### src/hdl/user_io_config.svh
// build-time constants of the host-link block
// configuration string length and core type byte
`ifndef USER_IO_CONFIG_SVH
`define USER_IO_CONFIG_SVH

// number of bytes in conf_str
// the top level and core_io_regs size the string port from this
`define UIO_STRLEN 8

// first MISO byte of every transaction
// a4 marks an 8 bit core to the I/O controller
`define UIO_CORE_TYPE 8'ha4

`endif

### src/hdl/user_io_pkg.sv
// shared types of the host-link block
// command opcodes, decoder states and the internal bus address
package user_io_pkg;

	// command byte sent first by the I/O controller
	typedef enum logic [7:0] {
		CMD_BUT_SW      = 8'h01,
		CMD_JOY0        = 8'h02,
		CMD_JOY1        = 8'h03,
		CMD_CONF_STR    = 8'h14,
		CMD_STATUS      = 8'h15,
		// sd commands occupy 16 to 1c
		CMD_SD_STATUS   = 8'h16,
		CMD_SD_WRITE    = 8'h17,
		CMD_SD_READ     = 8'h18,
		CMD_SD_CONF     = 8'h19,
		CMD_JOY_ANALOG  = 8'h1a,
		CMD_IMG_MOUNTED = 8'h1c
	} cmd_e;

	// idle until a byte arrives, then one bus cycle
	typedef enum logic {
		DEC_IDLE,
		DEC_BUS
	} dec_state_e;

	// bus address is the command plus the byte index in the transaction
	typedef struct packed {
		cmd_e       cmd;
		logic [7:0] idx;
	} wb_addr_t;

endpackage

### src/hdl/user_io_if.sv


interface wb_if;
	logic                   cyc;
	logic                   stb;
	logic                   we;
	user_io_pkg::wb_addr_t  adr;
	logic [7:0]             dat_w;
	logic [7:0]             dat_r;
	// single-cycle acknowledge
	logic                   ack;

	modport master (output cyc, stb, we, adr, dat_w, input dat_r, ack);
	modport slave (input cyc, stb, we, adr, dat_w, output dat_r, ack);
endinterface

### src/hdl/core_io_regs.sv
// core I/O register slave: joysticks, buttons and switches,
// status, analog sticks and configuration string reads
`include "user_io_config.svh"

module core_io_regs (
	input  logic                      spi_sck,
	input  logic                      SPI_SS_IO,
	wb_if.slave                       bus,
	input  logic [8*`UIO_STRLEN-1:0]  conf_str,
	output logic [7:0]                joystick_0,
	output logic [7:0]                joystick_1,
	output logic [15:0]               joystick_analog_0,
	output logic [15:0]               joystick_analog_1,
	output logic [1:0]                buttons,
	output logic [1:0]                switches,
	output logic                      scandoubler_disable,
	output logic [7:0]                status
);

	logic [4:0] but_sw;
	logic [2:0] stick_idx;
	logic       access;

	// first cycle of a bus request
	assign access = bus.cyc && bus.stb && !bus.ack;

	// ack one cycle after stb, for one cycle
	always_ff @(posedge spi_sck or posedge SPI_SS_IO) begin
		if (SPI_SS_IO)
			bus.ack <= 1'b0;
		else
			bus.ack <= access;
	end

	// registers hold their values across transactions
	always_ff @(posedge spi_sck) begin
		if (access) begin
			bus.dat_r <= 8'h00;
			if (bus.we) begin
				case (bus.adr.cmd)
					user_io_pkg::CMD_BUT_SW: if (bus.adr.idx == 8'd1) but_sw <= bus.dat_w[4:0];
					user_io_pkg::CMD_JOY0:   if (bus.adr.idx == 8'd1) joystick_0 <= bus.dat_w;
					user_io_pkg::CMD_JOY1:   if (bus.adr.idx == 8'd1) joystick_1 <= bus.dat_w;
					user_io_pkg::CMD_STATUS: if (bus.adr.idx == 8'd1) status <= bus.dat_w;
					user_io_pkg::CMD_JOY_ANALOG: begin
						// stick index, then high byte, then low byte
						if (bus.adr.idx == 8'd1)
							stick_idx <= bus.dat_w[2:0];
						else if (bus.adr.idx == 8'd2 && stick_idx == 3'd0)
							joystick_analog_0[15:8] <= bus.dat_w;
						else if (bus.adr.idx == 8'd2 && stick_idx == 3'd1)
							joystick_analog_1[15:8] <= bus.dat_w;
						else if (bus.adr.idx == 8'd3 && stick_idx == 3'd0)
							joystick_analog_0[7:0] <= bus.dat_w;
						else if (bus.adr.idx == 8'd3 && stick_idx == 3'd1)
							joystick_analog_1[7:0] <= bus.dat_w;
					end
					default: ;
				endcase
			end else if (bus.adr.cmd == user_io_pkg::CMD_CONF_STR &&
				bus.adr.idx < `UIO_STRLEN) begin
				// most significant byte of the string comes first
				bus.dat_r <= conf_str[8*(`UIO_STRLEN - 1 - int'(bus.adr.idx)) +: 8];
			end
		end
	end

	assign buttons = but_sw[1:0];
	assign switches = but_sw[3:2];
	assign scandoubler_disable = but_sw[4];

endmodule

### src/flat_wrapper.sv
// flat-port wrapper written by rule: the top's interface ports become plain ports
module core_io_regs_flat 
  (spi_sck, SPI_SS_IO, conf_str, joystick_0, joystick_1, joystick_analog_0, joystick_analog_1, buttons, switches, scandoubler_disable, status, bus_cyc, bus_stb, bus_we, bus_adr, bus_dat_w, bus_dat_r, bus_ack);
  wb_if bus_i ();
  input  logic spi_sck;
  input  logic SPI_SS_IO;
  input  logic [8*`UIO_STRLEN-1:0] conf_str;
  output logic [7:0] joystick_0;
  output logic [7:0] joystick_1;
  output logic [15:0] joystick_analog_0;
  output logic [15:0] joystick_analog_1;
  output logic [1:0] buttons;
  output logic [1:0] switches;
  output logic scandoubler_disable;
  output logic [7:0] status;
  input wire logic [$bits(bus_i.cyc)-1:0] bus_cyc;
  input wire logic [$bits(bus_i.stb)-1:0] bus_stb;
  input wire logic [$bits(bus_i.we)-1:0] bus_we;
  input wire logic [$bits(bus_i.adr)-1:0] bus_adr;
  input wire logic [$bits(bus_i.dat_w)-1:0] bus_dat_w;
  output wire logic [$bits(bus_i.dat_r)-1:0] bus_dat_r;
  output wire logic [$bits(bus_i.ack)-1:0] bus_ack;
  assign bus_i.cyc = bus_cyc;
  assign bus_i.stb = bus_stb;
  assign bus_i.we = bus_we;
  assign bus_i.adr = bus_adr;
  assign bus_i.dat_w = bus_dat_w;
  assign bus_dat_r = bus_i.dat_r;
  assign bus_ack = bus_i.ack;
  core_io_regs u_core (.spi_sck(spi_sck), .SPI_SS_IO(SPI_SS_IO), .bus(bus_i), .conf_str(conf_str), .joystick_0(joystick_0), .joystick_1(joystick_1), .joystick_analog_0(joystick_analog_0), .joystick_analog_1(joystick_analog_1), .buttons(buttons), .switches(switches), .scandoubler_disable(scandoubler_disable), .status(status));
endmodule
### config.mk
export PLATFORM = sky130hd
export DESIGN_NAME = core_io_regs_flat
export DESIGN_NICKNAME = d
export VERILOG_FILES = /design/src/hdl/user_io_pkg.sv /design/src/hdl/user_io_if.sv /design/src/hdl/core_io_regs.sv /design/src/flat_wrapper.sv
export VERILOG_INCLUDE_DIRS = /design/src /design/src/hdl
export SDC_FILE = /design/constraint.sdc
export NUM_CORES = 1
export LEC_CHECK = 0
export BUFFER_PORTS_ARGS = -buffer_cell sky130_fd_sc_hd__buf_2
export CAP_MARGIN = 20
export CORE_ASPECT_RATIO = 0.8
export CORE_MARGIN = 3
export CORE_UTILIZATION = 44
export CTS_CLUSTER_SIZE = 24
export DETAILED_ROUTE_END_ITERATION = 7
export PLACE_DENSITY = 0.79
export SLEW_MARGIN = 20
export SYNTH_ARGS = -nofsm -noshare
export SYNTH_HDL_FRONTEND = slang
export SYNTH_SLANG_ARGS = --single-unit
### constraint.sdc
create_clock -name spi_sck -period 2.4 [get_ports spi_sck]
set_input_delay 0.36 -clock spi_sck [delete_from_list [all_inputs] [get_ports spi_sck]]
set_output_delay 0.36 -clock spi_sck [all_outputs]
set_load 0.005 [all_outputs]
; Word level (Yosys, flattened, before mapping)
; Index checks and enable logic that the tools add are counted.
[classes]
add_sub_neg = 1
n_mul = 0
div = 0
order_cmp = 1
eq_ne = 10
n_shift = 1
mux = 0
bitwise = 5
n_reduce_logical = 19
[op_table]
columns = cell, n
row1 = $shiftx 64x32->8, 1
row2 = $eq 8x2->1 const B, 4
row3 = $eq 8x5->1 const B, 3
row4 = $reduce_and 4->1, 5
row5 = $eq 8x1->1 const B, 2
row6 = $sub 3x8->9 const A, 1
row7 = $lt 8x4->1 const B, 1
row8 = $reduce_and 8->1, 1
row9 = $logic_and 1x1->1, 7
row10 = $reduce_and 7->1, 1
row11 = $reduce_and 6->1, 1
row12 = $not 1->1, 5
row13 = $reduce_and 5->1, 1
row14 = $eq 3x1->1 const B, 1
row15 = $logic_not 3->1, 1
row16 = $reduce_or 2->1, 1
row17 = $logic_not 1->1, 1
[word_totals]
register_bits = 73
latchBits = 0
ram_bits = 0
rom_bits = 0
input_bits = 93
output_inout_bits = 70
elab_cells = 48
memories = 0

; Depth between registers and ports, before layout
[depth]
ltp_word = 4
mapped_depth = 5
depth_no_buf = 3

; Least setup slack after synthesis
; OpenSTA, ideal clock, no wires.
[synth_path]
path_type = input -> register
from = input port bus_adr[1]
to = register u_core.joystick_analog_0[10] (enable)
arrival_time_ns = 1.875
t_required_ns = 2.005
slack_ns = 0.131
stages = 4
path_cell_list = clkbuf_1 -> buf_2 -> nand2b_1 -> nor4_1
[synth_via]
elab_chain_cells = 3
word_cells_on_any_way = 5
cone_classes = eq/ne (2) / bitwise (1) / reduce/logical (2)
[synth_rtl]
columns = item, line_no
row1 = from (decl), flat_wrapper.sv:19  ; input wire logic [$bits(bus_i.adr)-1:0] bus_adr;
row2 = $eq 8x2->1 or $eq 8x1->1 (tied branches), "core_io_regs.sv:49, core_io_regs.sv:47"
row3 = $logic_and 1x1->1 or $not 1->1 (tied branches), -
row4 = $reduce_and 5->1 (no line) *, -
row5 = to (signal assigned), core_io_regs.sv:50  ; joystick_analog_0[15:8] <= bus.dat_w;
row6 = to (decl), core_io_regs.sv:12  ; output logic [15:0] joystick_analog_0,
; Every way passes the cells marked *; elsewhere a longest branch is shown, timed or not.
; A chain may end at the register's enable or synchronous reset.

; Final worst setup path
[layout_path]
from = register u_core.bus.ack
to = register u_core.joystick_analog_0[8] (enable)
[layout_via]
elab_chain_cells = 3
[layout_rtl]
columns = item, line_no
row1 = from (decl), user_io_if.sv:14  ; modport slave (input cyc, stb, we, adr, dat_w, output dat_r, ack);
row2 = from (signal assigned), core_io_regs.sv:32  ; bus.ack <= access;
row3 = $logic_not 1->1, core_io_regs.sv:25  ; assign access = bus.cyc && bus.stb && !bus.ack;
row4 = $logic_and 1x1->1, core_io_regs.sv:25
row5 = $reduce_and 5->1 (no line), -
; No other way between the ends.

==> summary.txt <==
Status
  – Status: finished, final reports clean

Clock tree
  – CTS Buffer Depth: 2
  – Cell chosen for the clock root: sky130_fd_sc_hd__clkbuf_8
  – Clock latency on the worst-skew pair: 0.34 ns
  – Sink count of the clock tree: 73
  – CTS tree: done
  – Number of levels in the clock H-tree: 3
  – Total CTS buffers: 9
  – Clock-pin slew of the registers on the worst-case setup and hold paths: 0.08 ns

Timing
  – Hold Vio Cnt, Final: 0
  – Minimum hold slack: 0.279 ns
  – Final Max Slew Viols: 0
  – Min Clock Period, post-route: 1.99 ns
  – Largest clock skew in the final design: 0.00791 ns
  – Aggregate negative setup slack: 0 ns
  – Worst Tran Pin Value: 0.586 ns
  – Worst relative slew slack: 60.4%
  – Share of the cycle needed by the critical path after routing: 83.1%
  – Count of endpoints failing setup in the final report: 0
  – Unrepaired setup endpoints after global routing: false
  – Fmax: 0.502 GHz

Floorplanning
  – Die outline height: 78.9 um
  – Horizontal die dimension: 97.1 um
  – Die ar.: 7670 sq um
  – Rows: 25
  – Core Footprint: 6160 sq um
  – Initial cell density of the core: 47.5%
  – I/O pins: 163

Finish
  – Synth-to-layout area growth: 40.4%
  – Post-Layout Cell Count: 408
  – Nets@finish: 415
  – Layout cell share with drive strength beyond 1: 63.6%
  – Final antenna diode count: 0
  – Design Area, Final: 4100 sq um

Route
  – Detailed Route Iter0 Violations: 146
  – Post-route ant nets: 0
  – Wire length after detailed routing: 8080 um
  – Via density: 5.22
  – Routed via count: 2131
  – Length of the first detailed-routing pass in iterations: 4
  – Remaining routing DRC violations: 0
  – Routed wire length per instance: 19.8 um

Logic synthesis
  – Library cell with the highest instance count after synthesis: sky130_fd_sc_hd__edfxtp_1
  – Number of unique standard cell types used by synthesis: 24
  – Top cells by count, synth: sky130_fd_sc_hd__edfxtp_1, sky130_fd_sc_hd__mux4_2, sky130_fd_sc_hd__nor3_1
  – Cell taking the most area after synthesis: sky130_fd_sc_hd__edfxtp_1
  – Number of flip-flops and latches in the synthesized netlist: 73
  – Top area cells in the synthesized netlist: sky130_fd_sc_hd__edfxtp_1, sky130_fd_sc_hd__mux4_2, sky130_fd_sc_hd__mux2i_1
  – Average cell area after synthesis: 20.2 sq um
  – Post-synth ARST share: 1.37%
  – Sequential element share of the synthesized area: 74.8%
  – Post-synthesis instance area: 2920 sq um
  – Synthesized instance count: 145
  – Total nets after synthesis: 238
  – Top flip-flop cell by instance count after synthesis: sky130_fd_sc_hd__edfxtp_1
  – Number of enable-type register cells in the synthesized netlist: 72
  – Total number of yosys warnings: 0
  – Area share of the largest cell type after synthesis: 73.9%

Power and ir drop
  – Total Power Consumption: 0.00255 W
  – Internal power consumption: 0.00200 W
  – Switching share of power: 21.5%
  – Proportion of power drawn by flip-flops and latches: 55.0%
  – Clock network fraction of design power: 37.0%
  – Switching power of the nets: 0.000547 W
  – Cell Pwr Density: 621 nW/um^2
  – Peak VDD IR: 0.425 mV
  – Leakage power of the design: 1.67 nW
  – Power share of the combinational group: 8.1%

GRT
  – Initial antenna violation count: 0
  – Leftover overflow at the end of global routing: 0
  – Via count of the first global-routing pass: 2263
  – Largest net degree at the start of global routing: 20
  – GR Util All Layers: 21.9%
  – First-pass GRT wire length: 12600 um

Setup path
  – R2R Path Start: u_core.bus.ack
  – Launch point of the critical path: u_core.bus.ack
  – Critical path capture point type: register
  – Required time worst endpoint: 2.44 ns
  – Worst Setup Start Kind: register
  – Startpoint-to-endpoint class of the critical path: reg2reg
  – Worst-path fanout max: 8
  – Arrival time of the worst setup path: 2.03 ns
  – FF-to-FF setup slack: 0.41 ns
  – FF-to-FF path depth: 4

Worst hold path
  – Kind of path behind the tightest hold check: in2reg
  – Hold Path Cell Cnt: 1
  – Launch point of the worst hold path: bus_dat_w[6]

Placement
  – Final weighted congestion of routability-driven global placement: 0.866
  – Placed wire-length estimate after detailed placement: 6360 um
  – Port Buf Inserts: 162
  – Placed instance count: 391
  – Area after DPL: 3890 sq um

Job
  – Max-cap viol count: 0
-- cells in the final DEF, fill, tap and decap left out, drive strengths merged, types with 2 or more instances in the layout --
cell type / Yosys / routed
nand2: 2 / 2
buf: 5 / 172
nand2b: 2 / 2
clkinv: 0 / 3
edfxtp: 72 / 72
nor4: 6 / 6
nand3: 2 / 2
clkbuf: 2 / 9
mux4: 16 / 16
nor4bb: 2 / 2
nand4: 3 / 3
nor3: 14 / 14
inv: 2 / 4
mux2i: 8 / 8
-- power by group through the flow --
stage / Clock, W / Combinational (W) / Sequential (W)
5_1_grt: 0.00103 / 0.000224 / 0.00140
6_report: 0.000943 / 0.000205 / 0.00140
4_1_cts: 0.000966 / 0.000205 / 0.00140
2_1_floorplan: 0 / 0.0000898 / 0.00143
3_3_place_gp: 0 / 0.000196 / 0.00143
3_5_place_dp: 0 / 0.000203 / 0.00143
-- logic make-up (layout without fill, tap and decap cells) --
kind of cell / Yosys count / in the layout / synth area share, %
buffers and inverters: 9 / 191 / 1.54
DFF: 73 / 73 / 74.8
and+or+nand+nor: 39 / 39 / 8.60
muxes: 24 / 24 / 15.1
-- worst max-delay path, stage by stage, from the launching register on --
cell and delay (ns):
sky130_fd_sc_hd__dfrtp_1 0.39, sky130_fd_sc_hd__nor4bb_1 0.55, sky130_fd_sc_hd__nand4_1 0.26, sky130_fd_sc_hd__nor4_2 0.23
sky130_fd_sc_hd__buf_4 0.26
-- through the flow --
step           util (%)  setup WS, ns
2_1_floorplan         -         0.131
3_3_place_gp       63.2         0.334
5_1_grt            66.6         0.358
6_report           66.6         0.407
3_5_place_dp       63.2         0.240
4_1_cts            66.6         0.435
-- flip-flops by register name, summed over array words and instances, names as in the netlist --
name	count
u_core.status	8
u_core.joystick_analog_1	16
u_core.bus.ack	1
u_core.but_sw	5
u_core.joystick_1	8
u_core.joystick_analog_0	16
u_core.stick_idx	3
u_core.joystick_0	8
u_core.bus.dat_r	8
-- worst paths after layout --
check | end
worst min register to register | u_core.stick_idx[1]
min in group asynchronous | u_core.bus.ack
worst max-delay path | u_core.joystick_analog_0[8]
max in group asynchronous | u_core.bus.ack
worst max register to register | u_core.joystick_analog_0[8]
worst min-delay path | u_core.joystick_analog_1[14]
-- final cells by class --
| cell class | count | area [sq um] |
|---|---|---|
| Clock buffer | 9 | 124 |
| Clock inverter | 7 | 77.6 |
| Sequential cell | 73 | 2190 |
| Fill cell | 430 | 2060 |
| Timing Repair Buffer | 173 | 896 |
| Multi-Input combinational cell | 63 | 711 |
| Inverter | 2 | 7.51 |
| Tap cell | 81 | 101 |
-- routing by layer --
| metal | global-route usage [%] | vias up | part of all wire [%] |
|---|---|---|---|
| li1 | - | 965 | - |
| met1 | 28.6 | 1048 | 41 |
| met2 | 34.0 | 102 | 48 |
| met3 | 8.87 | 16 | 9.9 |
| met4 | 6.87 | 0 | 1.4 |
| met5 | 0 | - | 0 |
-- what timing repair did --
| item | in CTS | in global routing |
|---|---|---|
| resized for setup | 0 | 0 |
| buffers inserted | 0 | 0 |
| hold buffers | 1 | 0 |
| hold endpoints to repair | 1 | 0 |
No activity file was read; power rests on OpenSTA's default activity.
