File: config.mk
export PLATFORM = sky130hd
export DESIGN_NAME = cmd_decoder_flat
export DESIGN_NICKNAME = d
export VERILOG_FILES = /design/src/hdl/user_io_config.svh /design/src/hdl/user_io_pkg.sv /design/src/hdl/user_io_if.sv /design/src/hdl/cmd_decoder.sv /design/src/flat_wrapper.sv
export SDC_FILE = /design/constraint.sdc
export NUM_CORES = 1
export LEC_CHECK = 0
export BUFFER_PORTS_ARGS = -buffer_cell sky130_fd_sc_hd__buf_2
export CAP_MARGIN = 10
export CORE_ASPECT_RATIO = 0.7
export CORE_MARGIN = 2
export CORE_UTILIZATION = 40
export CTS_CLUSTER_DIAMETER = 200
export DETAILED_ROUTE_END_ITERATION = 8
export PLACE_DENSITY = 0.73
export SYNTH_ARGS = -nofsm -noshare
export SYNTH_HDL_FRONTEND = slang
export SYNTH_SLANG_ARGS = --single-unit
File: constraint.sdc
create_clock -name spi_sck -period 2.7 [get_ports spi_sck]
set_input_delay 0.27 -clock spi_sck [delete_from_list [all_inputs] [get_ports spi_sck]]
set_output_delay 0.27 -clock spi_sck [all_outputs]
set_load 0.01 [all_outputs]
File: src/hdl/user_io_config.svh
// build-time constants of the host-link block
// configuration string length and core type byte
`ifndef USER_IO_CONFIG_SVH
`define USER_IO_CONFIG_SVH

// number of bytes in conf_str
// the top level and core_io_regs size the string port from this
`define UIO_STRLEN 8

// first MISO byte of every transaction
// a4 marks an 8 bit core to the I/O controller
`define UIO_CORE_TYPE 8'ha4

`endif

File: src/hdl/user_io_pkg.sv
// shared types of the host-link block
// command opcodes, decoder states and the internal bus address
package user_io_pkg;

	// command byte sent first by the I/O controller
	typedef enum logic [7:0] {
		CMD_BUT_SW      = 8'h01,
		CMD_JOY0        = 8'h02,
		CMD_JOY1        = 8'h03,
		CMD_CONF_STR    = 8'h14,
		CMD_STATUS      = 8'h15,
		// sd commands occupy 16 to 1c
		CMD_SD_STATUS   = 8'h16,
		CMD_SD_WRITE    = 8'h17,
		CMD_SD_READ     = 8'h18,
		CMD_SD_CONF     = 8'h19,
		CMD_JOY_ANALOG  = 8'h1a,
		CMD_IMG_MOUNTED = 8'h1c
	} cmd_e;

	// idle until a byte arrives, then one bus cycle
	typedef enum logic {
		DEC_IDLE,
		DEC_BUS
	} dec_state_e;

	// bus address is the command plus the byte index in the transaction
	typedef struct packed {
		cmd_e       cmd;
		logic [7:0] idx;
	} wb_addr_t;

endpackage

File: src/hdl/user_io_if.sv
// spi_byte_if between byte framing and the command decoder
// wb_if for the Wishbone classic bus from the decoder to the slaves
interface spi_byte_if;
	// one-cycle pulse per completed byte
	logic       rx_valid;
	logic [7:0] rx_byte;
	// byte position, 0 is the command
	logic [7:0] rx_idx;
	// response byte, loaded into the shifter at each byte boundary
	logic [7:0] tx_byte;

	modport frame (output rx_valid, rx_byte, rx_idx, input tx_byte);
	modport decoder (input rx_valid, rx_byte, rx_idx, output tx_byte);
endinterface

interface wb_if;
	logic                   cyc;
	logic                   stb;
	logic                   we;
	user_io_pkg::wb_addr_t  adr;
	logic [7:0]             dat_w;
	logic [7:0]             dat_r;
	// single-cycle acknowledge
	logic                   ack;

	modport master (output cyc, stb, we, adr, dat_w, input dat_r, ack);
	modport slave (input cyc, stb, we, adr, dat_w, output dat_r, ack);
endinterface

File: src/hdl/cmd_decoder.sv
// command decoder that latches the command byte and runs one
// Wishbone cycle per received byte on the io or sd bus
module cmd_decoder (
	input  logic         spi_sck,
	input  logic         SPI_SS_IO,
	spi_byte_if.decoder  byte_port,
	wb_if.master         io_bus,
	wb_if.master         sd_bus
);

	user_io_pkg::dec_state_e state;
	user_io_pkg::cmd_e       cmd_r;
	user_io_pkg::cmd_e       cur_cmd;
	user_io_pkg::wb_addr_t   adr_r;
	logic       we_r;
	logic       rd_r;
	logic       sel_sd_r;
	logic [7:0] dat_w_r;
	logic       cur_rd;
	logic       cur_sd;
	logic       bus_ack;
	logic [7:0] bus_dat_r;

	// byte 0 carries the command itself
	assign cur_cmd = (byte_port.rx_idx == 8'd0) ?
		user_io_pkg::cmd_e'(byte_port.rx_byte) : cmd_r;

	// commands that answer on MISO
	always_comb begin
		case (cur_cmd)
			user_io_pkg::CMD_CONF_STR,
			user_io_pkg::CMD_SD_STATUS,
			user_io_pkg::CMD_SD_READ: cur_rd = 1'b1;
			default:                  cur_rd = 1'b0;
		endcase
	end

	// 16 to 1c belong to the sd port apart from the analog stick
	assign cur_sd = (cur_cmd >= user_io_pkg::CMD_SD_STATUS) &&
		(cur_cmd <= user_io_pkg::CMD_IMG_MOUNTED) &&
		(cur_cmd != user_io_pkg::CMD_JOY_ANALOG);

	// FSM and the response byte
	always_ff @(posedge spi_sck or posedge SPI_SS_IO) begin
		if (SPI_SS_IO) begin
			state <= user_io_pkg::DEC_IDLE;
			byte_port.tx_byte <= 8'h00;
		end else begin
			case (state)
				user_io_pkg::DEC_IDLE: begin
					if (byte_port.rx_valid)
						state <= user_io_pkg::DEC_BUS;
				end
				user_io_pkg::DEC_BUS: begin
					if (bus_ack) begin
						state <= user_io_pkg::DEC_IDLE;
						// zero unless this byte was a read
						byte_port.tx_byte <= rd_r ? bus_dat_r : 8'h00;
					end
				end
				default: state <= user_io_pkg::DEC_IDLE;
			endcase
		end
	end

	// bus request fields captured with each byte
	always_ff @(posedge spi_sck) begin
		if (byte_port.rx_valid && state == user_io_pkg::DEC_IDLE) begin
			if (byte_port.rx_idx == 8'd0)
				cmd_r <= cur_cmd;
			adr_r.cmd <= cur_cmd;
			adr_r.idx <= byte_port.rx_idx;
			// the command byte of a write command is only a read probe
			we_r <= ~cur_rd && (byte_port.rx_idx != 8'd0);
			rd_r <= cur_rd;
			sel_sd_r <= cur_sd;
			dat_w_r <= byte_port.rx_byte;
		end
	end

	// strobe only the selected slave
	assign io_bus.cyc = (state == user_io_pkg::DEC_BUS) && !sel_sd_r;
	assign io_bus.stb = (state == user_io_pkg::DEC_BUS) && !sel_sd_r;
	assign sd_bus.cyc = (state == user_io_pkg::DEC_BUS) && sel_sd_r;
	assign sd_bus.stb = (state == user_io_pkg::DEC_BUS) && sel_sd_r;
	assign io_bus.we = we_r;
	assign sd_bus.we = we_r;
	assign io_bus.adr = adr_r;
	assign sd_bus.adr = adr_r;
	assign io_bus.dat_w = dat_w_r;
	assign sd_bus.dat_w = dat_w_r;

	assign bus_ack = sel_sd_r ? sd_bus.ack : io_bus.ack;
	assign bus_dat_r = sel_sd_r ? sd_bus.dat_r : io_bus.dat_r;

endmodule

File: src/flat_wrapper.sv
// flat-port wrapper written by rule: the top's interface ports become plain ports
module cmd_decoder_flat 
  (spi_sck, SPI_SS_IO, byte_port_rx_valid, byte_port_rx_byte, byte_port_rx_idx, byte_port_tx_byte, io_bus_cyc, io_bus_stb, io_bus_we, io_bus_adr, io_bus_dat_w, io_bus_dat_r, io_bus_ack, sd_bus_cyc, sd_bus_stb, sd_bus_we, sd_bus_adr, sd_bus_dat_w, sd_bus_dat_r, sd_bus_ack);
  spi_byte_if byte_port_i ();
  wb_if io_bus_i ();
  wb_if sd_bus_i ();
  input  logic spi_sck;
  input  logic SPI_SS_IO;
  input wire logic [$bits(byte_port_i.rx_valid)-1:0] byte_port_rx_valid;
  input wire logic [$bits(byte_port_i.rx_byte)-1:0] byte_port_rx_byte;
  input wire logic [$bits(byte_port_i.rx_idx)-1:0] byte_port_rx_idx;
  output wire logic [$bits(byte_port_i.tx_byte)-1:0] byte_port_tx_byte;
  output wire logic [$bits(io_bus_i.cyc)-1:0] io_bus_cyc;
  output wire logic [$bits(io_bus_i.stb)-1:0] io_bus_stb;
  output wire logic [$bits(io_bus_i.we)-1:0] io_bus_we;
  output wire logic [$bits(io_bus_i.adr)-1:0] io_bus_adr;
  output wire logic [$bits(io_bus_i.dat_w)-1:0] io_bus_dat_w;
  input wire logic [$bits(io_bus_i.dat_r)-1:0] io_bus_dat_r;
  input wire logic [$bits(io_bus_i.ack)-1:0] io_bus_ack;
  output wire logic [$bits(sd_bus_i.cyc)-1:0] sd_bus_cyc;
  output wire logic [$bits(sd_bus_i.stb)-1:0] sd_bus_stb;
  output wire logic [$bits(sd_bus_i.we)-1:0] sd_bus_we;
  output wire logic [$bits(sd_bus_i.adr)-1:0] sd_bus_adr;
  output wire logic [$bits(sd_bus_i.dat_w)-1:0] sd_bus_dat_w;
  input wire logic [$bits(sd_bus_i.dat_r)-1:0] sd_bus_dat_r;
  input wire logic [$bits(sd_bus_i.ack)-1:0] sd_bus_ack;
  assign byte_port_i.rx_valid = byte_port_rx_valid;
  assign byte_port_i.rx_byte = byte_port_rx_byte;
  assign byte_port_i.rx_idx = byte_port_rx_idx;
  assign byte_port_tx_byte = byte_port_i.tx_byte;
  assign io_bus_cyc = io_bus_i.cyc;
  assign io_bus_stb = io_bus_i.stb;
  assign io_bus_we = io_bus_i.we;
  assign io_bus_adr = io_bus_i.adr;
  assign io_bus_dat_w = io_bus_i.dat_w;
  assign io_bus_i.dat_r = io_bus_dat_r;
  assign io_bus_i.ack = io_bus_ack;
  assign sd_bus_cyc = sd_bus_i.cyc;
  assign sd_bus_stb = sd_bus_i.stb;
  assign sd_bus_we = sd_bus_i.we;
  assign sd_bus_adr = sd_bus_i.adr;
  assign sd_bus_dat_w = sd_bus_i.dat_w;
  assign sd_bus_i.dat_r = sd_bus_dat_r;
  assign sd_bus_i.ack = sd_bus_ack;
  cmd_decoder u_core (.spi_sck(spi_sck), .SPI_SS_IO(SPI_SS_IO), .byte_port(byte_port_i), .io_bus(io_bus_i), .sd_bus(sd_bus_i));
endmodule
Word-level counts from Yosys, hierarchy flattened
Cells that the tools add are included.

Flip-flop bits (word level): 44. Input port bits: 37. Output and inout bits: 62. Logic and storage cells: 37.

Magnitude comparators: 2. Eq/ne operators: 4. Muxes and demuxes: 8. Bitwise logic cells: 2. Reductions and logical operators: 12.

Operators by type and width (count): $eq 8x5->1 const B (3); $mux 8 (3); $ge 8x5->1 const B (1); $le 8x5->1 const B (1); $logic_not 8->1 (1); $ne 8x5->1 const B (1); $reduce_bool 8->1 (1); $logic_and 1x1->1 (6); $mux 1 (4); $reduce_and 2->1 (2); $reduce_or 3->1 (1); $not 1->1 (2); $pmux 1 s2 (1); $logic_not 1->1 (1).

Longest topological paths before layout
Depth after elaboration: 7. Mapped depth: 4. Gate-level depth less buffers: 3.

Least setup slack after synthesis
No wires, ideal clock.

Kind: flip-flop to flip-flop. Start point: register u_core.state. End point: register u_core.cmd_r[0] (enable). Arrival time: 2.132 ns. Slack: 0.255 ns. Stages on the path, launching flop included: 3. Clock period less this slack: 2.445 ns. Cell sequence: dfrtp_1 nor2b_1 and3_2.

Longest elaborated chain between the ends: 3.

RTL lines: start: declaration (RTL line cmd_decoder.sv:11) `user_io_pkg::dec_state_e state;`; start signal: assignment (RTL line cmd_decoder.sv:46) `state <= user_io_pkg::DEC_IDLE;`; start signal: assignment (RTL line cmd_decoder.sv:52) `state <= user_io_pkg::DEC_BUS;`; start signal: assignment (RTL line cmd_decoder.sv:56) `state <= user_io_pkg::DEC_IDLE;`; $not 1->1 (RTL line cmd_decoder.sv:68) `if (byte_port.rx_valid && state == user_io_pkg::DEC_IDLE) begin`; $logic_and 1x1->1 (RTL line cmd_decoder.sv:68); $reduce_and 2->1 (no line); end signal: assignment (RTL line cmd_decoder.sv:70) `cmd_r <= cur_cmd;`; end: declaration (RTL line cmd_decoder.sv:12) `user_io_pkg::cmd_e cmd_r;`.

Every way passes these cells. A chain may end at the register's enable or synchronous reset.

Worst setup path after layout
Start point: register u_core.state. End point: register u_core.cmd_r[1] (enable).

Same word-level chain as after synthesis.

==> impl_metrics.tcl <==
set metrics [dict create \
    remaining_drc_errors 0 \
    place_area_um2 2420 \
    grt_pass1_vias 1163 \
    final_util 0.519 \
    worst_pin_slew_ns 0.526 \
    dieWidth_um 89.2 \
    syn_avg_cell_area_um2 15.0 \
    vias 1277 \
    critPathRequiredTime_ns 2.68 \
    synthTopCellsByCount "35 x edfxtp_1, 27 x buf_4, 17 x mux2_2" \
    slew_headroom 0.646 \
    fin_area_um2 2510 \
    area_growth_pct 23.2 \
    dieHeight_um 63.7 \
    clock_sinks 44 \
    ir_worst_vdd_uv 186 \
    synth_area_um2 2030 \
    min_path_type "in2reg" \
    grt_pass1_wl_um 5750 \
    h-tree-depth 2 \
    cts_buffers 5 \
    multiInputGateArea_um2 542 \
    rows 21 \
    cts_max_path_buffers 2 \
    diodes 0 \
    regToRegSetupSlack_ns 1.13 \
    worstPathArrival_ns 1.55 \
    drv_cap 0 \
    fin_crit_ns 1.57 \
    cts_tree "built" \
    cellPowerDensity_nw_per_um2 589 \
    final_net_count 253 \
    drive_above_1_share 0.597 \
    fin_setup_tns_ns 0 \
    startpoint_type "register" \
    portBuffers 98 \
    worstPathCellList "nor2b_2 > buf_4 > and3_2" \
    ios 99 \
    cp_max_fo 28 \
    die-area_um2 5680 \
    whs_endpoint "u_core.io_bus.adr[5]$_DFFE_PP_" \
    period_share 0.583 \
    cts_root_buffer "clkbuf_8" \
    finalMaxSlewViolations 0 \
    rsz0062_at_grt "no" \
    drtPass1Iterations 4 \
    synth_cell_type_count 23 \
    coreArea_um2 4830 \
    vias_per_cell 4.48 \
    outcome "finished, final reports clean" \
    start_util 0.421 \
    synth_area_leaders "edfxtp_1 52%, dfrtp_1 11%, buf_4 10%, mux2_2 9.4%, mux2i_1 5.9%" \
    reg2reg_to "u_core.cmd_r[1]$_DFFE_PP_" \
    synth.most_common_cell "edfxtp_1" \
    syn_inst 136 \
    max_stage_delay_ns 0.43 \
    reg2reg_from "u_core.state$_DFF_PP0_" \
    layout_setup_ws_ns 1.13 \
    cts_setup_buffers 0 \
    grt_overflow 0 \
    drt-initial-drc-count 60 \
    whs_path_depth 1 \
    worst_setup_path_end_kind "register" \
    ys_ff_latch 44 \
    timing.fmax_mhz 636 \
    dp_hpwl_um 2930 \
    nFillCells 458 \
    async_flop_share 0.205 \
    synth_top_area_share 0.517 \
    antenna_found_initial 0 \
    worstSetupPathType "reg2reg" \
    place_ws_ns 0.932 \
    regArea_um2 1280 \
    ys_seq_area_frac 0.627 \
    total_power_w 0.00148 \
    synth_fp_nets 173 \
    routedWlPerCell_um 13.4 \
    r2r_cells 3 \
    insertion_delay_ns 0.29 \
    place.gp.congestion 0.759 \
    skew_ns 0.00627 \
    synth_top_area_cell "edfxtp_1" \
    power_leakage_nw 1.12 \
    wirelength_um 3810 \
    hold_viol 0 \
    grt_max_degree 29 \
    hold_start "byte_port_rx_idx[5]" \
    antenna_left 0 \
    synth_edf_count 35 \
    finalSetupViolations 0 \
    synth_flop_cell "edfxtp_1" \
    clk_pin_slew_worst_paths_ns 0.08 \
    cp_slowest_cell "dfrtp_1" \
    yosys_warnings 0 \
    grt_use_total 0.136 \
]
-- metrics by stage --
| step | hold slack (ns) | instances |
|---|---|---|
| after floorplan | 0.0979 | 136 |
| after global placement | 0.250 | 277 |
| after detailed placement | 0.250 | 277 |
| after CTS | 0.175 | 285 |
| after global routing | 0.170 | 285 |
| final | 0.177 | 285 |
-- cell type report --
cell class / count / share of cell area
Inverter: 3 / 0.00449
Multi-Input combinational cell: 61 / 0.216
Sequential cell: 44 / 0.509
Clock buffer: 5 / 0.0274
Tap cell: 69 / 0.0344
Clock inverter: 2 / 0.00299
Timing Repair Buffer: 101 / 0.206
-- kinds of logic (layout without fill, tap and decap cells) --
kind of cell           count (synthesis)  count (layout)  share of synthesized area
buffers and inverters                 31             111                      0.108
AND/OR/NAND/NOR                       26              26                     0.0904
multiplexers                          29              29                      0.153
AO/OA/AOI/OAI                          6               6                     0.0215
flip-flops                            44              44                      0.627
-- registers in the layout, summed over array words and instances, names as in the netlist --
signal / cells
u_core.cmd_r: 8
u_core.state: 1
u_core.byte_port.tx_byte: 8
u_core.io_bus.dat_w: 8
u_core.io_bus.we: 1
u_core.io_bus.adr: 16
u_core.sel_sd_r: 1
u_core.rd_r: 1
-- critical path: cells and delay by family, from the launching register on --
family                 cells  cell delay [ns]
DFF                        1             0.43
and+or+nand+nor            2             0.49
buffers and inverters      1             0.34
-- power by group --
group	total [W]	switching (W)	internal (W)
Clock	0.000370	0.000199	0.000171
Combinational	0.000274	0.000144	0.000130
Sequential	0.000833	0.0000310	0.000802
Total	0.00148	0.000374	0.00110
-- per-layer routing --
| metal | GRT usage | up-vias | wire [um] |
|---|---|---|---|
| met5 | 0 | - | 0 |
| met4 | 0.0448 | 0 | 25 |
| met3 | 0.0367 | 4 | 193 |
| met2 | 0.194 | 44 | 1710 |
| met1 | 0.199 | 607 | 1880 |
| li1 | - | 622 | - |
-- cells in the final DEF (no fill, tap or decap) --
cell	synthesis	layout
buf_2	1	98
clkbuf_8	0	5
nand3_1	1	1
nor4b_1	2	2
and3_2	1	1
buf_4	27	2
nand2_1	1	1
clkinv_1	0	2
edfxtp_1	35	35
nor2b_1	12	11
dlygate4sd3_1	0	1
and2_2	1	1
a21oi_1	1	1
o2bb2ai_1	1	1
nor3b_1	2	2
dfrtp_1	9	9
nor2b_2	0	1
o21a_1	1	1
mux2i_1	12	12
and3b_1	1	1
inv_1	3	3
a21boi_0	1	1
nor4_2	2	2
o211ai_1	2	2
mux2_2	17	17
and2_1	1	1
nand2_2	2	2
-- repair_timing --
item	in CTS	in global routing
resized for setup	0	0
hold endpoints to repair	9	0
hold buffers	1	0
-- worst max path at each step --
stage / from / slack, ns / end
floorplan: u_core.state$_DFF_PP0_ / 0.26 / u_core.cmd_r[0]$_DFFE_PP_
global placement: byte_port_rx_idx[1] / 0.97 / u_core.io_bus.adr[11]$_DFFE_PP_
detailed placement: byte_port_rx_idx[1] / 0.93 / u_core.cmd_r[5]$_DFFE_PP_
CTS: u_core.state$_DFF_PP0_ / 1.11 / u_core.cmd_r[1]$_DFFE_PP_
global route: u_core.sel_sd_r$_DFFE_PP_ / 1.05 / u_core.byte_port.tx_byte[0]$_DFFE_PP0P_
finish: u_core.state$_DFF_PP0_ / 1.13 / u_core.cmd_r[1]$_DFFE_PP_
No activity file was read; power rests on OpenSTA's default activity.
