File: config.mk
export PLATFORM = sky130hd
export DESIGN_NAME = sd_port_flat
export DESIGN_NICKNAME = d
export VERILOG_FILES = /design/src/hdl/user_io_config.svh /design/src/hdl/user_io_pkg.sv /design/src/hdl/user_io_if.sv /design/src/hdl/sd_port.sv /design/src/flat_wrapper.sv
export SDC_FILE = /design/constraint.sdc
export NUM_CORES = 1
export LEC_CHECK = 0
export ABC_AREA = 0
export BUFFER_PORTS_ARGS = -buffer_cell sky130_fd_sc_hd__buf_2
export CELL_PAD_IN_SITES_DETAIL_PLACEMENT = 0
export CELL_PAD_IN_SITES_GLOBAL_PLACEMENT = 1
export CORE_UTILIZATION = 41
export DETAILED_ROUTE_END_ITERATION = 6
export GPL_TIMING_DRIVEN = 0
export HOLD_SLACK_MARGIN = 0.1
export PLACE_DENSITY = 0.9
export SYNTH_ARGS = -nofsm -noshare
export SYNTH_HDL_FRONTEND = slang
export SYNTH_SLANG_ARGS = --single-unit
File: constraint.sdc
create_clock -name spi_sck -period 5.4 [get_ports spi_sck]
set_input_delay 0.27 -clock spi_sck [delete_from_list [all_inputs] [get_ports spi_sck]]
set_output_delay 0.27 -clock spi_sck [all_outputs]
set_load 0.005 [all_outputs]
File: src/hdl/user_io_config.svh
// build-time constants of the host-link block
// configuration string length and core type byte
`ifndef USER_IO_CONFIG_SVH
`define USER_IO_CONFIG_SVH

// number of bytes in conf_str
// the top level and core_io_regs size the string port from this
`define UIO_STRLEN 8

// first MISO byte of every transaction
// a4 marks an 8 bit core to the I/O controller
`define UIO_CORE_TYPE 8'ha4

`endif

File: src/hdl/user_io_pkg.sv
// shared types of the host-link block
// command opcodes, decoder states and the internal bus address
package user_io_pkg;

	// command byte sent first by the I/O controller
	typedef enum logic [7:0] {
		CMD_BUT_SW      = 8'h01,
		CMD_JOY0        = 8'h02,
		CMD_JOY1        = 8'h03,
		CMD_CONF_STR    = 8'h14,
		CMD_STATUS      = 8'h15,
		// sd commands occupy 16 to 1c
		CMD_SD_STATUS   = 8'h16,
		CMD_SD_WRITE    = 8'h17,
		CMD_SD_READ     = 8'h18,
		CMD_SD_CONF     = 8'h19,
		CMD_JOY_ANALOG  = 8'h1a,
		CMD_IMG_MOUNTED = 8'h1c
	} cmd_e;

	// idle until a byte arrives, then one bus cycle
	typedef enum logic {
		DEC_IDLE,
		DEC_BUS
	} dec_state_e;

	// bus address is the command plus the byte index in the transaction
	typedef struct packed {
		cmd_e       cmd;
		logic [7:0] idx;
	} wb_addr_t;

endpackage

File: src/hdl/user_io_if.sv


interface wb_if;
	logic                   cyc;
	logic                   stb;
	logic                   we;
	user_io_pkg::wb_addr_t  adr;
	logic [7:0]             dat_w;
	logic [7:0]             dat_r;
	// single-cycle acknowledge
	logic                   ack;

	modport master (output cyc, stb, we, adr, dat_w, input dat_r, ack);
	modport slave (input cyc, stb, we, adr, dat_w, output dat_r, ack);
endinterface

File: src/hdl/sd_port.sv
// sd card slave: request status and LBA reads, sector data strobes,
// buffer address counter and image mount pulse
module sd_port (
	input  logic        spi_sck,
	input  logic        SPI_SS_IO,
	wb_if.slave         bus,
	input  logic [31:0] sd_lba,
	input  logic        sd_rd,
	input  logic        sd_wr,
	input  logic        sd_conf,
	input  logic        sd_sdhc,
	output logic        sd_ack,
	output logic        sd_ack_conf,
	output logic [7:0]  sd_dout,
	output logic        sd_dout_strobe,
	input  logic [7:0]  sd_din,
	output logic        sd_din_strobe,
	output logic [8:0]  sd_buff_addr,
	output logic        img_mounted
);

	logic [31:0] lba_r;
	logic        access;
	logic        acc_wr;
	logic        acc_rd;

	assign access = bus.cyc && bus.stb && !bus.ack;
	assign acc_wr = access && bus.we;
	assign acc_rd = access && !bus.we;

	// handshake, cleared at the end of every transaction
	always_ff @(posedge spi_sck or posedge SPI_SS_IO) begin
		if (SPI_SS_IO) begin
			bus.ack <= 1'b0;
			sd_ack <= 1'b0;
			sd_ack_conf <= 1'b0;
			sd_dout_strobe <= 1'b0;
			sd_din_strobe <= 1'b0;
			img_mounted <= 1'b0;
			sd_buff_addr <= 9'd0;
		end else begin
			bus.ack <= access;
			sd_dout_strobe <= 1'b0;
			sd_din_strobe <= 1'b0;
			img_mounted <= 1'b0;
			// step the buffer address after each strobe, stop at 511
			if ((sd_dout_strobe || sd_din_strobe) && sd_buff_addr != 9'd511)
				sd_buff_addr <= sd_buff_addr + 9'd1;
			if (acc_wr && (bus.adr.cmd == user_io_pkg::CMD_SD_WRITE ||
				bus.adr.cmd == user_io_pkg::CMD_SD_CONF)) begin
				sd_dout_strobe <= 1'b1;
				sd_ack <= 1'b1;
				if (bus.adr.cmd == user_io_pkg::CMD_SD_CONF)
					sd_ack_conf <= 1'b1;
			end
			// sector byte fetched by the controller
			if (acc_rd && bus.adr.cmd == user_io_pkg::CMD_SD_READ) begin
				sd_din_strobe <= 1'b1;
				sd_ack <= 1'b1;
			end
			if (acc_wr && bus.adr.cmd == user_io_pkg::CMD_IMG_MOUNTED)
				img_mounted <= 1'b1;
		end
	end

	// read data, sector output byte and LBA snapshot
	always_ff @(posedge spi_sck) begin
		if (access) begin
			bus.dat_r <= 8'h00;
			if (bus.we) begin
				sd_dout <= bus.dat_w;
			end else if (bus.adr.cmd == user_io_pkg::CMD_SD_READ) begin
				bus.dat_r <= sd_din;
			end else if (bus.adr.cmd == user_io_pkg::CMD_SD_STATUS) begin
				if (bus.adr.idx == 8'd0) begin
					// request byte, LBA frozen for the following bytes
					bus.dat_r <= {4'h5, sd_conf, sd_sdhc, sd_wr, sd_rd};
					lba_r <= sd_lba;
				end else if (bus.adr.idx <= 8'd4) begin
					bus.dat_r <= lba_r[8*(4 - int'(bus.adr.idx)) +: 8];
				end
			end
		end
	end

endmodule

File: src/flat_wrapper.sv
// flat-port wrapper written by rule: the top's interface ports become plain ports
module sd_port_flat 
  (spi_sck, SPI_SS_IO, sd_lba, sd_rd, sd_wr, sd_conf, sd_sdhc, sd_ack, sd_ack_conf, sd_dout, sd_dout_strobe, sd_din, sd_din_strobe, sd_buff_addr, img_mounted, bus_cyc, bus_stb, bus_we, bus_adr, bus_dat_w, bus_dat_r, bus_ack);
  wb_if bus_i ();
  input  logic spi_sck;
  input  logic SPI_SS_IO;
  input  logic [31:0] sd_lba;
  input  logic sd_rd;
  input  logic sd_wr;
  input  logic sd_conf;
  input  logic sd_sdhc;
  output logic sd_ack;
  output logic sd_ack_conf;
  output logic [7:0] sd_dout;
  output logic sd_dout_strobe;
  input  logic [7:0] sd_din;
  output logic sd_din_strobe;
  output logic [8:0] sd_buff_addr;
  output logic img_mounted;
  input wire logic [$bits(bus_i.cyc)-1:0] bus_cyc;
  input wire logic [$bits(bus_i.stb)-1:0] bus_stb;
  input wire logic [$bits(bus_i.we)-1:0] bus_we;
  input wire logic [$bits(bus_i.adr)-1:0] bus_adr;
  input wire logic [$bits(bus_i.dat_w)-1:0] bus_dat_w;
  output wire logic [$bits(bus_i.dat_r)-1:0] bus_dat_r;
  output wire logic [$bits(bus_i.ack)-1:0] bus_ack;
  assign bus_i.cyc = bus_cyc;
  assign bus_i.stb = bus_stb;
  assign bus_i.we = bus_we;
  assign bus_i.adr = bus_adr;
  assign bus_i.dat_w = bus_dat_w;
  assign bus_dat_r = bus_i.dat_r;
  assign bus_ack = bus_i.ack;
  sd_port u_core (.spi_sck(spi_sck), .SPI_SS_IO(SPI_SS_IO), .bus(bus_i), .sd_lba(sd_lba), .sd_rd(sd_rd), .sd_wr(sd_wr), .sd_conf(sd_conf), .sd_sdhc(sd_sdhc), .sd_ack(sd_ack), .sd_ack_conf(sd_ack_conf), .sd_dout(sd_dout), .sd_dout_strobe(sd_dout_strobe), .sd_din(sd_din), .sd_din_strobe(sd_din_strobe), .sd_buff_addr(sd_buff_addr), .img_mounted(img_mounted));
endmodule
After elaboration in Yosys (flattened, before gate mapping):

Cells that the tools add are included.
W data, S select, Z words.

* add/subtract/negate cells: 2
* $lt $le $gt $ge: 1
* eq/ne operators: 6
* shift operators: 1
* muxes and demuxes: 9
* bitwise operators: 2
* reductions and logical operators: 17

Operator list (number)
* $eq A8 B5 Y1 const B: 5
* $mux W8: 4
* $shiftx A32 B32 Y8: 1
* $add A9 B1 Y9 const B: 1
* $ne A9 B9 Y1 const B: 1
* $sub A3 B8 Y9 const A: 1
* $le A8 B3 Y1 const B: 1
* $logic_and A1 B1 Y1: 8
* $logic_not A8 Y1: 1
* $mux W1: 5
* $reduce_and A5 Y1: 1
* $reduce_and A2 Y1: 2
* $logic_not A1 Y1: 2
* $logic_or A1 B1 Y1: 2
* $not A1 Y1: 2
* $reduce_bool A2 Y1: 1

* register bits: 63
* input bits: 73

Depth between registers and ports, before layout:

Gate-level depths: netlist (run 1).

* depth in word-level cells: 6
* depth in mapped cells: 8

Worst setup path before layout (run 1):

OpenSTA, ideal clock, no wires.

* path kind: input to register
* start point: input bus_adr[7]
* end point: register u_core.lba_r[0], enable pin
* arrival: 2141 ps
* data required time: 5008 ps
* slack: 2867 ps
* cell stages on the path: 3
* buffers on the path: 0
* path through: or4_4 nor4_2 and3_1

* cells in the longest elaborated chain, start to end: 2

Ends and longest elaborated chain
* from (decl): line flat_wrapper.sv:23 `input wire logic [$bits(bus_i.adr)-1:0] bus_adr;`
* $logic_not A8 Y1: line sd_port.sv:75 `if (bus.adr.idx == 8'd0) begin`
* $reduce_and A5 Y1 (no source line)
* to (signal assigned): line sd_port.sv:78 `lba_r <= sd_lba;`
* to (decl): line sd_port.sv:22 `logic [31:0] lba_r;`

Every way passes these cells.
A chain may end at the register's enable or synchronous reset.

Final worst setup path (run 1):

* start point: input bus_adr[7]
* end point: register u_core.lba_r[7], enable pin

The elaborated chain is that of the path after synthesis.

==> impl_metrics.toml, run 1 <==
[sta]
worst_slack_ns = 3.02
max_freq_mhz = 421
fin_crit_sh = 0.440
setup_tns_ns = 0
period_minus_slack_ns = 2.38
max-slew-margin-rel = 0.499
tightestPinTransition_ns = 0.746
setup_viol = 0
finalMaxSlewViolations = 0
fin_skew_ns = 0.00730
rsz0062_at_grt = "no"
final_hold_viol_count = 0

[cells_and_area]
layout-drive-gt1-share = 0.448
antenna_cells = 0
nets = 377
area_growth_pct = 44.4
final_area_um2 = 3700

[synthesis]
synthDistinctLibCells = 38
synthSimpleGateAreaFrac = 0.112
synthFlopType = "edfxtp_1"
async_reset_ff_frac = 0.238
ys_seq_area_frac = 0.710
syn-num-nets = 232
synth-compound-area-share = 0.0479
synth_top_family_by_area = "simple AND/OR/NAND/NOR gates"
synth_area_per_cell_um2 = 16.4
yosys_warnings = 0
synth_xor_area_frac = 0.0240
ys_ff_latch = 63
synth.mux.area_fraction = 0.0704
syn_area_um2 = 2560
synth_top_area_frac = 0.563
yosys-top-cells-count = "48 x edfxtp_1, 15 x dfrtp_1, 12 x inv_1"
synth_area_leader_cell = "edfxtp_1"
synthTopCellsByArea = "edfxtp_1 56%, dfrtp_1 15%, mux4_2 7.0%"
synth_fa_ha_area_frac = 0.0147
yosysMostFrequentCell = "edfxtp_1"
synth_edf_count = 48
synth_cells = 156

[critical_path]
cp_max_fo = 32
r2r_slack_ns = 3.25
crit_required_ns = 5.37
crit_slowest_cell = "and3_2"
worst_r2r_path_depth = 2
worst-setup-path-type = "primary input to register"
slowest_delay_ns = 0.78
start_kind = "primary input"
crit_arrival_ns = 2.34
cp_cell_sequence = "buf_2, or4_4, nor4_2, and3_2"
cp-end-kind = "register"

[routing]
vias = 1865
first_pass_iters = 4
wl_per_cell_um = 15.3
drt_wl_total_um = 5850
drt_iter0_drc = 45
ant_nets = 0
viasPerCell = 4.90
drc = 0

[global_route]
track_usage = 0.193
grt_remaining_overflow = 0
antenna_found_initial = 0
grt_pass1_wl_um = 8800
grt_pass1_vias = 1936
grt_max_degree = 33

[power_and_ir_drop]
p_leak_nw = 1.63
ir_worst_vdd_uv = 194
power-per-cell-area_nw_per_um2 = 283

[placement]
port_buffers = 102
pre_cts_ws_ns = 2.22
dpl_cell_area_um2 = 3160
place_hpwl_um = 3810
gp_congestion = 0.745

[clock_network]
path_clk_slew_ns = 0.07
cts-root-buf = "clkbuf_8"
htreeDepth = 3
insertion_delay_ns = 0.34
cts_tree = "done"
clock-sinks = 63
numCtsBuffers = 9
cts_buffer_depth = 2

[outcome]
status = "finished, final reports clean"

[floorplan]
start_util = 0.430
core_area_um2 = 5960
io_pins = 104
die_w_um = 81
dieArea_um2 = 6560
rows = 28
die_h_um = 81

[min_path]
hold_depth = 1
min_path_type = "primary input to register"

[run]
cap_viol_max_count = 0
==> flip-flops by register name, summed over array words and instances, names as in the netlist <==
signal,cells
u_core.img_mounted,1
u_core.sd_buff_addr,9
u_core.sd_dout_strobe,1
u_core.bus.ack,1
u_core.sd_ack,1
u_core.sd_din_strobe,1
u_core.bus.dat_r,8
u_core.lba_r,32
u_core.sd_ack_conf,1
u_core.sd_dout,8
==> timing repair <==
action,CTS,global route
hold buffers,28,4
hold endpoints to repair,42,4
setup buffers,0,0
gates resized for setup,0,0
==> cells by family after synthesis <==
| logic type | count (synthesis) |
|---|---|
| adders and majority gates | 3 |
| DFF | 63 |
| xor gates and xnor gates | 7 |
| and+or+nand+nor | 42 |
| muxes | 8 |
| buffers and inverters | 14 |
| AOI/OAI and AO/OA | 19 |
==> power by group <==
| group | internal, mW | total, mW | switching (mW) |
|---|---|---|---|
| clock network | 0.256 | 0.438 | 0.181 |
| registers | 0.526 | 0.528 | 0.00178 |
| logic | 0.0480 | 0.0799 | 0.0320 |
==> final timing paths <==
path / start / endpoint
max: bus_adr[7] / u_core.lba_r[7]
min: sd_lba[18] / u_core.lba_r[18]
max reg2reg: u_core.bus.ack / u_core.lba_r[7]
min reg2reg: u_core.sd_ack / u_core.sd_ack
max in group asynchronous: SPI_SS_IO / u_core.sd_ack_conf
min in group asynchronous: SPI_SS_IO / u_core.sd_buff_addr[7]
==> cells in the final DEF, fill, tap and decap left out, types with 6 or more instances in the layout <==
cell type and count:
mux4_2 8, clkbuf_8 9, o21ai_0 6, nor2_1 6, buf_2 103, nand2_1 11, edfxtp_1 48, dlygate4sd3_1 32
dfrtp_1 15, inv_1 12
==> area by class of cell <==
| cell class | count | area, um^2 |
|---|---|---|
| Buffer | 2 | 8.76 |
| Clock buffer | 9 | 124 |
| Clock inverter | 7 | 87.6 |
| Fill cell | 477 | 2260 |
| Inverter | 12 | 45.0 |
| Multi-Input combinational cell | 79 | 689 |
| Sequential cell | 63 | 1820 |
| Tap cell | 75 | 93.8 |
| Timing Repair Buffer | 134 | 831 |
==> layer usage <==
layer,vias up,global-route usage,wire length (um)
met1,859,0.210,2300
li1,889,-,-
met2,105,0.341,2980
met3,12,0.0517,436
met4,0,0.102,140
met5,-,0,0
==> worst max-delay path, delay by kind of cell <==
| kind | cells | cell delay, ns |
|---|---|---|
| buf+inv | 1 | 0.10 |
| simple gates | 3 | 1.97 |
==> through the flow <==
step	hold WS [ns]	std cells	utilization	power (mW)
after floorplan	0.171	156	-	0.562
after global placement	0.341	333	0.531	0.598
after detailed placement	0.356	333	0.531	0.601
after CTS	0.100	377	0.614	1.05
after global routing	0.102	381	0.621	1.08
final	0.116	381	0.621	1.05
Note: power is estimated with default switching activity, not from simulation.
==> run 2, diff against run 1 <==
--- a/config.mk
+++ b/config.mk
@@ -9,11 +9,11 @@
 export BUFFER_PORTS_ARGS = -buffer_cell sky130_fd_sc_hd__buf_2
 export CELL_PAD_IN_SITES_DETAIL_PLACEMENT = 0
 export CELL_PAD_IN_SITES_GLOBAL_PLACEMENT = 1
-export CORE_UTILIZATION = 41
+export CORE_UTILIZATION = 34
 export DETAILED_ROUTE_END_ITERATION = 6
 export GPL_TIMING_DRIVEN = 0
 export HOLD_SLACK_MARGIN = 0.1
-export PLACE_DENSITY = 0.9
+export PLACE_DENSITY = 0.81
 export SYNTH_ARGS = -nofsm -noshare
 export SYNTH_HDL_FRONTEND = slang
 export SYNTH_SLANG_ARGS = --single-unit
==> constraint.sdc (replaced) <==
create_clock -name spi_sck -period 2.09 [get_ports spi_sck]
set_input_delay 0.1045 -clock spi_sck [delete_from_list [all_inputs] [get_ports spi_sck]]
set_output_delay 0.1045 -clock spi_sck [all_outputs]
set_load 0.005 [all_outputs]
==> run 2 against run 1 <==
Compared with the run above:
- final cell count is 13% higher
- clock power grew to 2.6 times the previous value
- first-iteration DRC count is 20% lower
- highest routed layer unchanged
- wire length is 7.5% higher
- utilization is 7.2 points lower
- sequential share of layout area is 3.5 points lower
- flip-flop and latch count stayed put
- worst setup slack worse by 2.9 ns
- count of clock-buffer cells in the layout is 1 higher
- final area is 7.7% higher
- non-clock buffer count is 24 higher
- worst hold slack better by 0.014 ns
==> impl_metrics.toml, run 2 (synthesis results as in run 1) <==
[cells_and_area]
largest_reg_flops = 32
multi_input_area_um2 = 702
seq_area_um2 = 1820
fillers = 618
area_growth_pct = 55.6
nets = 401
layout-drive-gt1-share = 0.412
layout_commonest_cell = "buf_2"
final_area_um2 = 3980
antenna_cells = 0
top_register = "u_core.lba_r"
top_regs = "u_core.lba_r: 32 flops, u_core.sd_buff_addr: 9 flops"
layout_common_cells = "103 x buf_2, 56 x dlygate4sd3_1, 48 x edfxtp_1"

[min_path]
hold_end = "u_core.sd_ack_conf"
worstHoldStart = "bus_adr[9]"
hold_depth = 3
min_path_type = "primary input to register"

[critical_path]
worst-setup-path-type = "primary input to register"
cpMostUsedCell = "dlygate4sd3_1"
worst_r2r_path_depth = 2
cp_max_fo = 7
crit_arrival_ns = 2.10
crit_slowest_cell = "dlygate4sd3_1"
slowest_delay_ns = 0.58
cp-end-kind = "register"
cp_cell_sequence = "dlygate4sd3_1, buf_2, nor4_4, a32oi_1, dlygate4sd3_1, o21ai_0"
start_kind = "primary input"
critPathTopFamily = "buffers and inverters"
r2r_slack_ns = 0.21
crit_required_ns = 2.27
reg2reg_to = "u_core.lba_r[23]"
timing.critical_path.buf_inv = 3
rr_startpoint = "u_core.bus.ack"

[sta]
fin_skew_ns = 0.0106
setup_tns_ns = 0
tightestPinTransition_ns = 0.558
final_hold_viol_count = 0
fin_crit_sh = 0.918
period_minus_slack_ns = 1.92
max-slew-margin-rel = 0.627
finalMaxSlewViolations = 0
hold_slack_ns = 0.130
rsz0062_at_grt = "no"
max_freq_mhz = 521
setup_viol = 0

[floorplan]
start_util = 0.353
dieArea_um2 = 7880
die_h_um = 88.8
rows = 31
die_w_um = 88.8
io_pins = 104
core_area_um2 = 7250

[routing]
vias = 1917
drc = 0
drt_wl_total_um = 6280
viasPerCell = 4.47
wl_per_cell_um = 14.6
first_pass_iters = 4
drt_iter0_drc = 36
ant_nets = 0

[clock_network]
cts_buffer_depth = 2
cts_tree = "done"
insertion_delay_ns = 0.34
clock-sinks = 63
htreeDepth = 3
path_clk_slew_ns = 0.07
numCtsBuffers = 9
cts-root-buf = "clkbuf_8"

[power_and_ir_drop]
ir_worst_vdd_uv = 524
p_leak_nw = 1.72
power-per-cell-area_nw_per_um2 = 693
p_total_mw = 2.76

[global_route]
grt_pass1_vias = 2026
grt_pass1_wl_um = 9370
grt_max_degree = 33
track_usage = 0.168
antenna_found_initial = 0
grt_remaining_overflow = 0

[run]
cap_viol_max_count = 0

[placement]
gp_congestion = 0.788
place_hpwl_um = 3860
port_buffers = 102
dpl_cell_area_um2 = 3190

[outcome]
status = "finished, final reports clean"
==> run 2: worst max-delay path by stage <==
stage | cells past startpoint | slack (ns) | end | from
3_3_place_gp | 4 | -0.40 | u_core.lba_r[3] | bus_adr[7]
4_1_cts | 6 | 0.07 | u_core.bus.dat_r[2] | bus_adr[7]
5_1_grt | 4 | 0.01 | u_core.img_mounted | u_core.bus.ack
6_report | 6 | 0.17 | u_core.bus.dat_r[2] | bus_adr[8]
3_5_place_dp | 4 | -0.43 | u_core.lba_r[4] | bus_adr[7]
2_1_floorplan | 3 | 0.05 | u_core.lba_r[0] | bus_adr[7]
==> run 2: routing by layer <==
metal | part of all wire | track usage | routed length, um
met1 | 0.40 | 0.169 | 2520
met2 | 0.50 | 0.304 | 3160
met3 | 0.078 | 0.0793 | 489
met4 | 0.019 | 0.0587 | 118
met5 | 0 | 0 | 0
==> run 2: what timing repair did <==
item,4_1_cts,5_1_grt
hold buffers,56,0
hold endpoints to repair,62,0
setup buffers,0,0
setup endpoints to repair,32,2
resized for setup,1,1
==> run 2: final cells by class <==
cell class	count	share of cell area
buffer	2	0.00220
clock buffer	10	0.0321
clock inverter	6	0.0214
inverter	12	0.0113
multi-input combinational	79	0.176
sequential	63	0.456
tap	99	0.0311
timing repair buffer	158	0.269
==> run 2: metrics by stage <==
step           instances  utilization  worst slack (ns)
3_3_place_gp         357        0.440            -0.403
4_1_cts              429        0.548            0.0652
2_1_floorplan        156            -            0.0467
6_report             429        0.549             0.172
3_5_place_dp         357        0.440            -0.430
5_1_grt              429        0.549            0.0135
==> run 2: worst min-delay path, delay by kind of cell <==
kind	cells	cell delay [ns]
AOI/OAI and AO/OA	1	0.07
buffers and inverters	1	0.10
and+or+nand+nor	1	0.16
==> run 2: where the power goes <==
part	leakage (nW)	total [mW]	switching (mW)	internal (mW)
registers	0.652	1.36	0.00454	1.36
logic	0.963	0.238	0.0886	0.149
clock network	0.104	1.16	0.489	0.668
total	1.72	2.76	0.582	2.18
==> run 3, diff against run 2 <==
--- a/config.mk
+++ b/config.mk
@@ -5,15 +5,16 @@
 export SDC_FILE = /design/constraint.sdc
 export NUM_CORES = 1
 export LEC_CHECK = 0
-export ABC_AREA = 0
+export ABC_AREA = 1
 export BUFFER_PORTS_ARGS = -buffer_cell sky130_fd_sc_hd__buf_2
 export CELL_PAD_IN_SITES_DETAIL_PLACEMENT = 0
 export CELL_PAD_IN_SITES_GLOBAL_PLACEMENT = 1
 export CORE_UTILIZATION = 34
+export CTS_BUF_LIST = sky130_fd_sc_hd__clkbuf_4
 export DETAILED_ROUTE_END_ITERATION = 6
 export GPL_TIMING_DRIVEN = 0
 export HOLD_SLACK_MARGIN = 0.1
-export PLACE_DENSITY = 0.81
+export PLACE_DENSITY = 0.83
 export SYNTH_ARGS = -nofsm -noshare
 export SYNTH_HDL_FRONTEND = slang
 export SYNTH_SLANG_ARGS = --single-unit
==> run 3 against run 2 <==
Compared with the run above:
- utilization decreased by 1.3 points
- critical path type unchanged
- worst hold slack improved by 0.011 ns
- sequential power is essentially flat
- critical path depth up 4
- die area up 8.9%
- non-clock buffer count is 1 higher
- first-iteration DRC count increased to 2.8 times the previous value
- clock skew up 0.0077 ns
==> impl_metrics.toml, run 3 <==
[outcome]
status = "finished, final reports clean"

[sta]
setup_viol = 0
rsz0062_at_grt = "no"
fin_skew_ns = 0.0183
max_freq_mhz = 530
final_hold_viol_count = 0
finalMaxSlewViolations = 0
period_minus_slack_ns = 1.89
fin_crit_sh = 0.903
max-slew-margin-rel = 0.631
tightestPinTransition_ns = 0.552
hold_slack_ns = 0.141

[power_and_ir_drop]
ir_worst_vdd_uv = 474
power-per-cell-area_nw_per_um2 = 626
p_leak_nw = 1.94

[clock_network]
numCtsBuffers = 9
htreeDepth = 3
path_clk_slew_ns = 0.11
cts_tree = "done"
cts_buffer_depth = 2
clock-sinks = 63
cts-root-buf = "clkbuf_4"
insertion_delay_ns = 0.41

[critical_path]
slowest_delay_ns = 0.55
cp-end-kind = "register"
worst_r2r_path_depth = 4
crit_slowest_cell = "dlygate4sd3_1"
cp_cell_sequence = "buf_6, inv_4, buf_6, ha_1, inv_2, o21ai_0, o21ai_0, nand3_1, a21oi_1, dlygate4sd3_1"
cp_max_fo = 10
r2r_slack_ns = 0.21
reg2reg_to = "u_core.img_mounted"
rr_startpoint = "u_core.bus.ack"
crit_required_ns = 2.36
worst-setup-path-type = "primary input to register"
crit_arrival_ns = 2.16
start_kind = "primary input"

[cells_and_area]
layout_commonest_cell = "buf_2"
final_cells = 542
layout-drive-gt1-share = 0.326
nets = 509
top_register = "u_core.lba_r"
area_growth_pct = 50.5
layout_common_cells = "102 x buf_2, 52 x dlygate4sd3_1, 48 x edfxtp_1"
top_regs = "u_core.lba_r: 32 flops, u_core.sd_buff_addr: 9 flops"
fillers = 714
largest_reg_flops = 32

[global_route]
grt_remaining_overflow = 0
grt_pass1_wl_um = 10900
antenna_found_initial = 2
grt_pass1_vias = 2387
grt_max_degree = 17
track_usage = 0.169

[synthesis]
synth.mux.area_fraction = 0
synth_area_leader_cell = "edfxtp_1"
synthFlopType = "edfxtp_1"
yosys_warnings = 0
syn-num-nets = 341
ys_ff_latch = 63
ys_seq_area_frac = 0.651
synth_xor_area_frac = 0.0188
synth_edf_count = 48
synth_fa_ha_area_frac = 0.0134
synth-compound-area-share = 0.0282
synthDistinctLibCells = 28
yosys-top-cells-count = "48 x edfxtp_1, 48 x nor2_1, 47 x nand2_1"
syn_area_um2 = 2790
synth_top_family_by_area = "simple AND/OR/NAND/NOR gates"
synth_cells = 265
synthTopCellsByArea = "edfxtp_1 52%, dfrtp_1 13%, nor2_1 6.5%"
synth_top_area_frac = 0.516
synth_area_per_cell_um2 = 10.5
async_reset_ff_frac = 0.238
synthSimpleGateAreaFrac = 0.233

[floorplan]
rows = 32
core_area_um2 = 7850
io_pins = 104
start_util = 0.356
die_w_um = 92.6
dieArea_um2 = 8580
die_h_um = 92.6

[min_path]
hold_depth = 5
hold_end = "u_core.bus.dat_r[1]"
worstHoldStart = "sd_wr"
min_path_type = "primary input to register"

[routing]
vias = 2380
drt_iter0_drc = 100
ant_nets = 0
first_pass_iters = 5
drc = 0
drt_wl_total_um = 6680
wl_per_cell_um = 12.3
viasPerCell = 4.39

[run]
cap_viol_max_count = 0

[placement]
port_buffers = 102
place_inst = 469
place_hpwl_um = 4470
gp_congestion = 0.766
[run 3: metrics by stage]
step / area, um^2 / power [mW] / setup slack (ns) / setup TNS (ns) / util
after global routing: 4200 / 2.74 / 0.0637 / 0 / 0.535
after floorplan: 2800 / 1.48 / 0.0359 / 0 / -
after CTS: 4150 / 2.66 / 0.0636 / 0 / 0.528
after global placement: 3440 / 1.59 / -0.244 / -7.78 / 0.438
final: 4200 / 2.63 / 0.202 / 0 / 0.535
after detailed placement: 3440 / 1.59 / -0.310 / -9.91 / 0.438
[run 3: final cells by class]
cell class                 count  area, um^2  area share
antenna                        2        5.00     0.00119
multi-input combinational    169         853       0.203
buffer                         5        45.0      0.0107
timing repair buffer         156        1070       0.255
sequential                    63        1820       0.432
clock inverter                 7         104      0.0247
inverter                      29         111      0.0265
tap                          102         128      0.0304
clock buffer                   9        67.6      0.0161
[run 3: logic make-up after synthesis]
family,Yosys count
buf+inv,34
xor+xnor,6
compound gates,13
simple gates,146
fa+ha+maj,3
flops,63
[run 3: layer usage]
layer | track usage | part of all wire | vias to the layer above
li1 | - | - | 1229
met1 | 0.200 | 0.41 | 1067
met2 | 0.291 | 0.51 | 76
met3 | 0.0525 | 0.065 | 8
met4 | 0.0603 | 0.017 | 0
met5 | 0 | 0 | -
[run 3: where the power goes]
group          internal, mW  total [mW]  switching (mW)
sequential             1.36        1.36         0.00507
clock                 0.499       0.991           0.492
combinational         0.152       0.274           0.123
[run 3: how the worst max path moves through the flow]
stage,from,to,slack [ns],cells past startpoint
after CTS,u_core.sd_buff_addr[0],u_core.sd_buff_addr[6],0.06,9
after global placement,u_core.bus.ack,u_core.lba_r[31],-0.24,3
final,bus_adr[0],u_core.bus.dat_r[5],0.20,10
after floorplan,u_core.bus.ack,u_core.lba_r[0],0.04,3
after detailed placement,u_core.bus.ack,u_core.lba_r[7],-0.31,3
after global routing,bus_adr[0],u_core.bus.dat_r[5],0.06,10
[run 3: critical path: cells and delay by family]
kind / cells / cell delay (ns)
simple gates: 1 / 0.12
buf+inv: 5 / 1.03
compound gates: 3 / 0.51
fa+ha+maj: 1 / 0.39
[run 3: what timing repair did]
item | in CTS | in global routing
setup buffers | 0 | 2
resized for setup | 2 | 3
cloned | 1 | 0
pin swaps | 1 | 2
endpoints found under the hold margin | 62 | 0
endpoints found under the setup margin | 32 | 37
hold buffers | 52 | 0
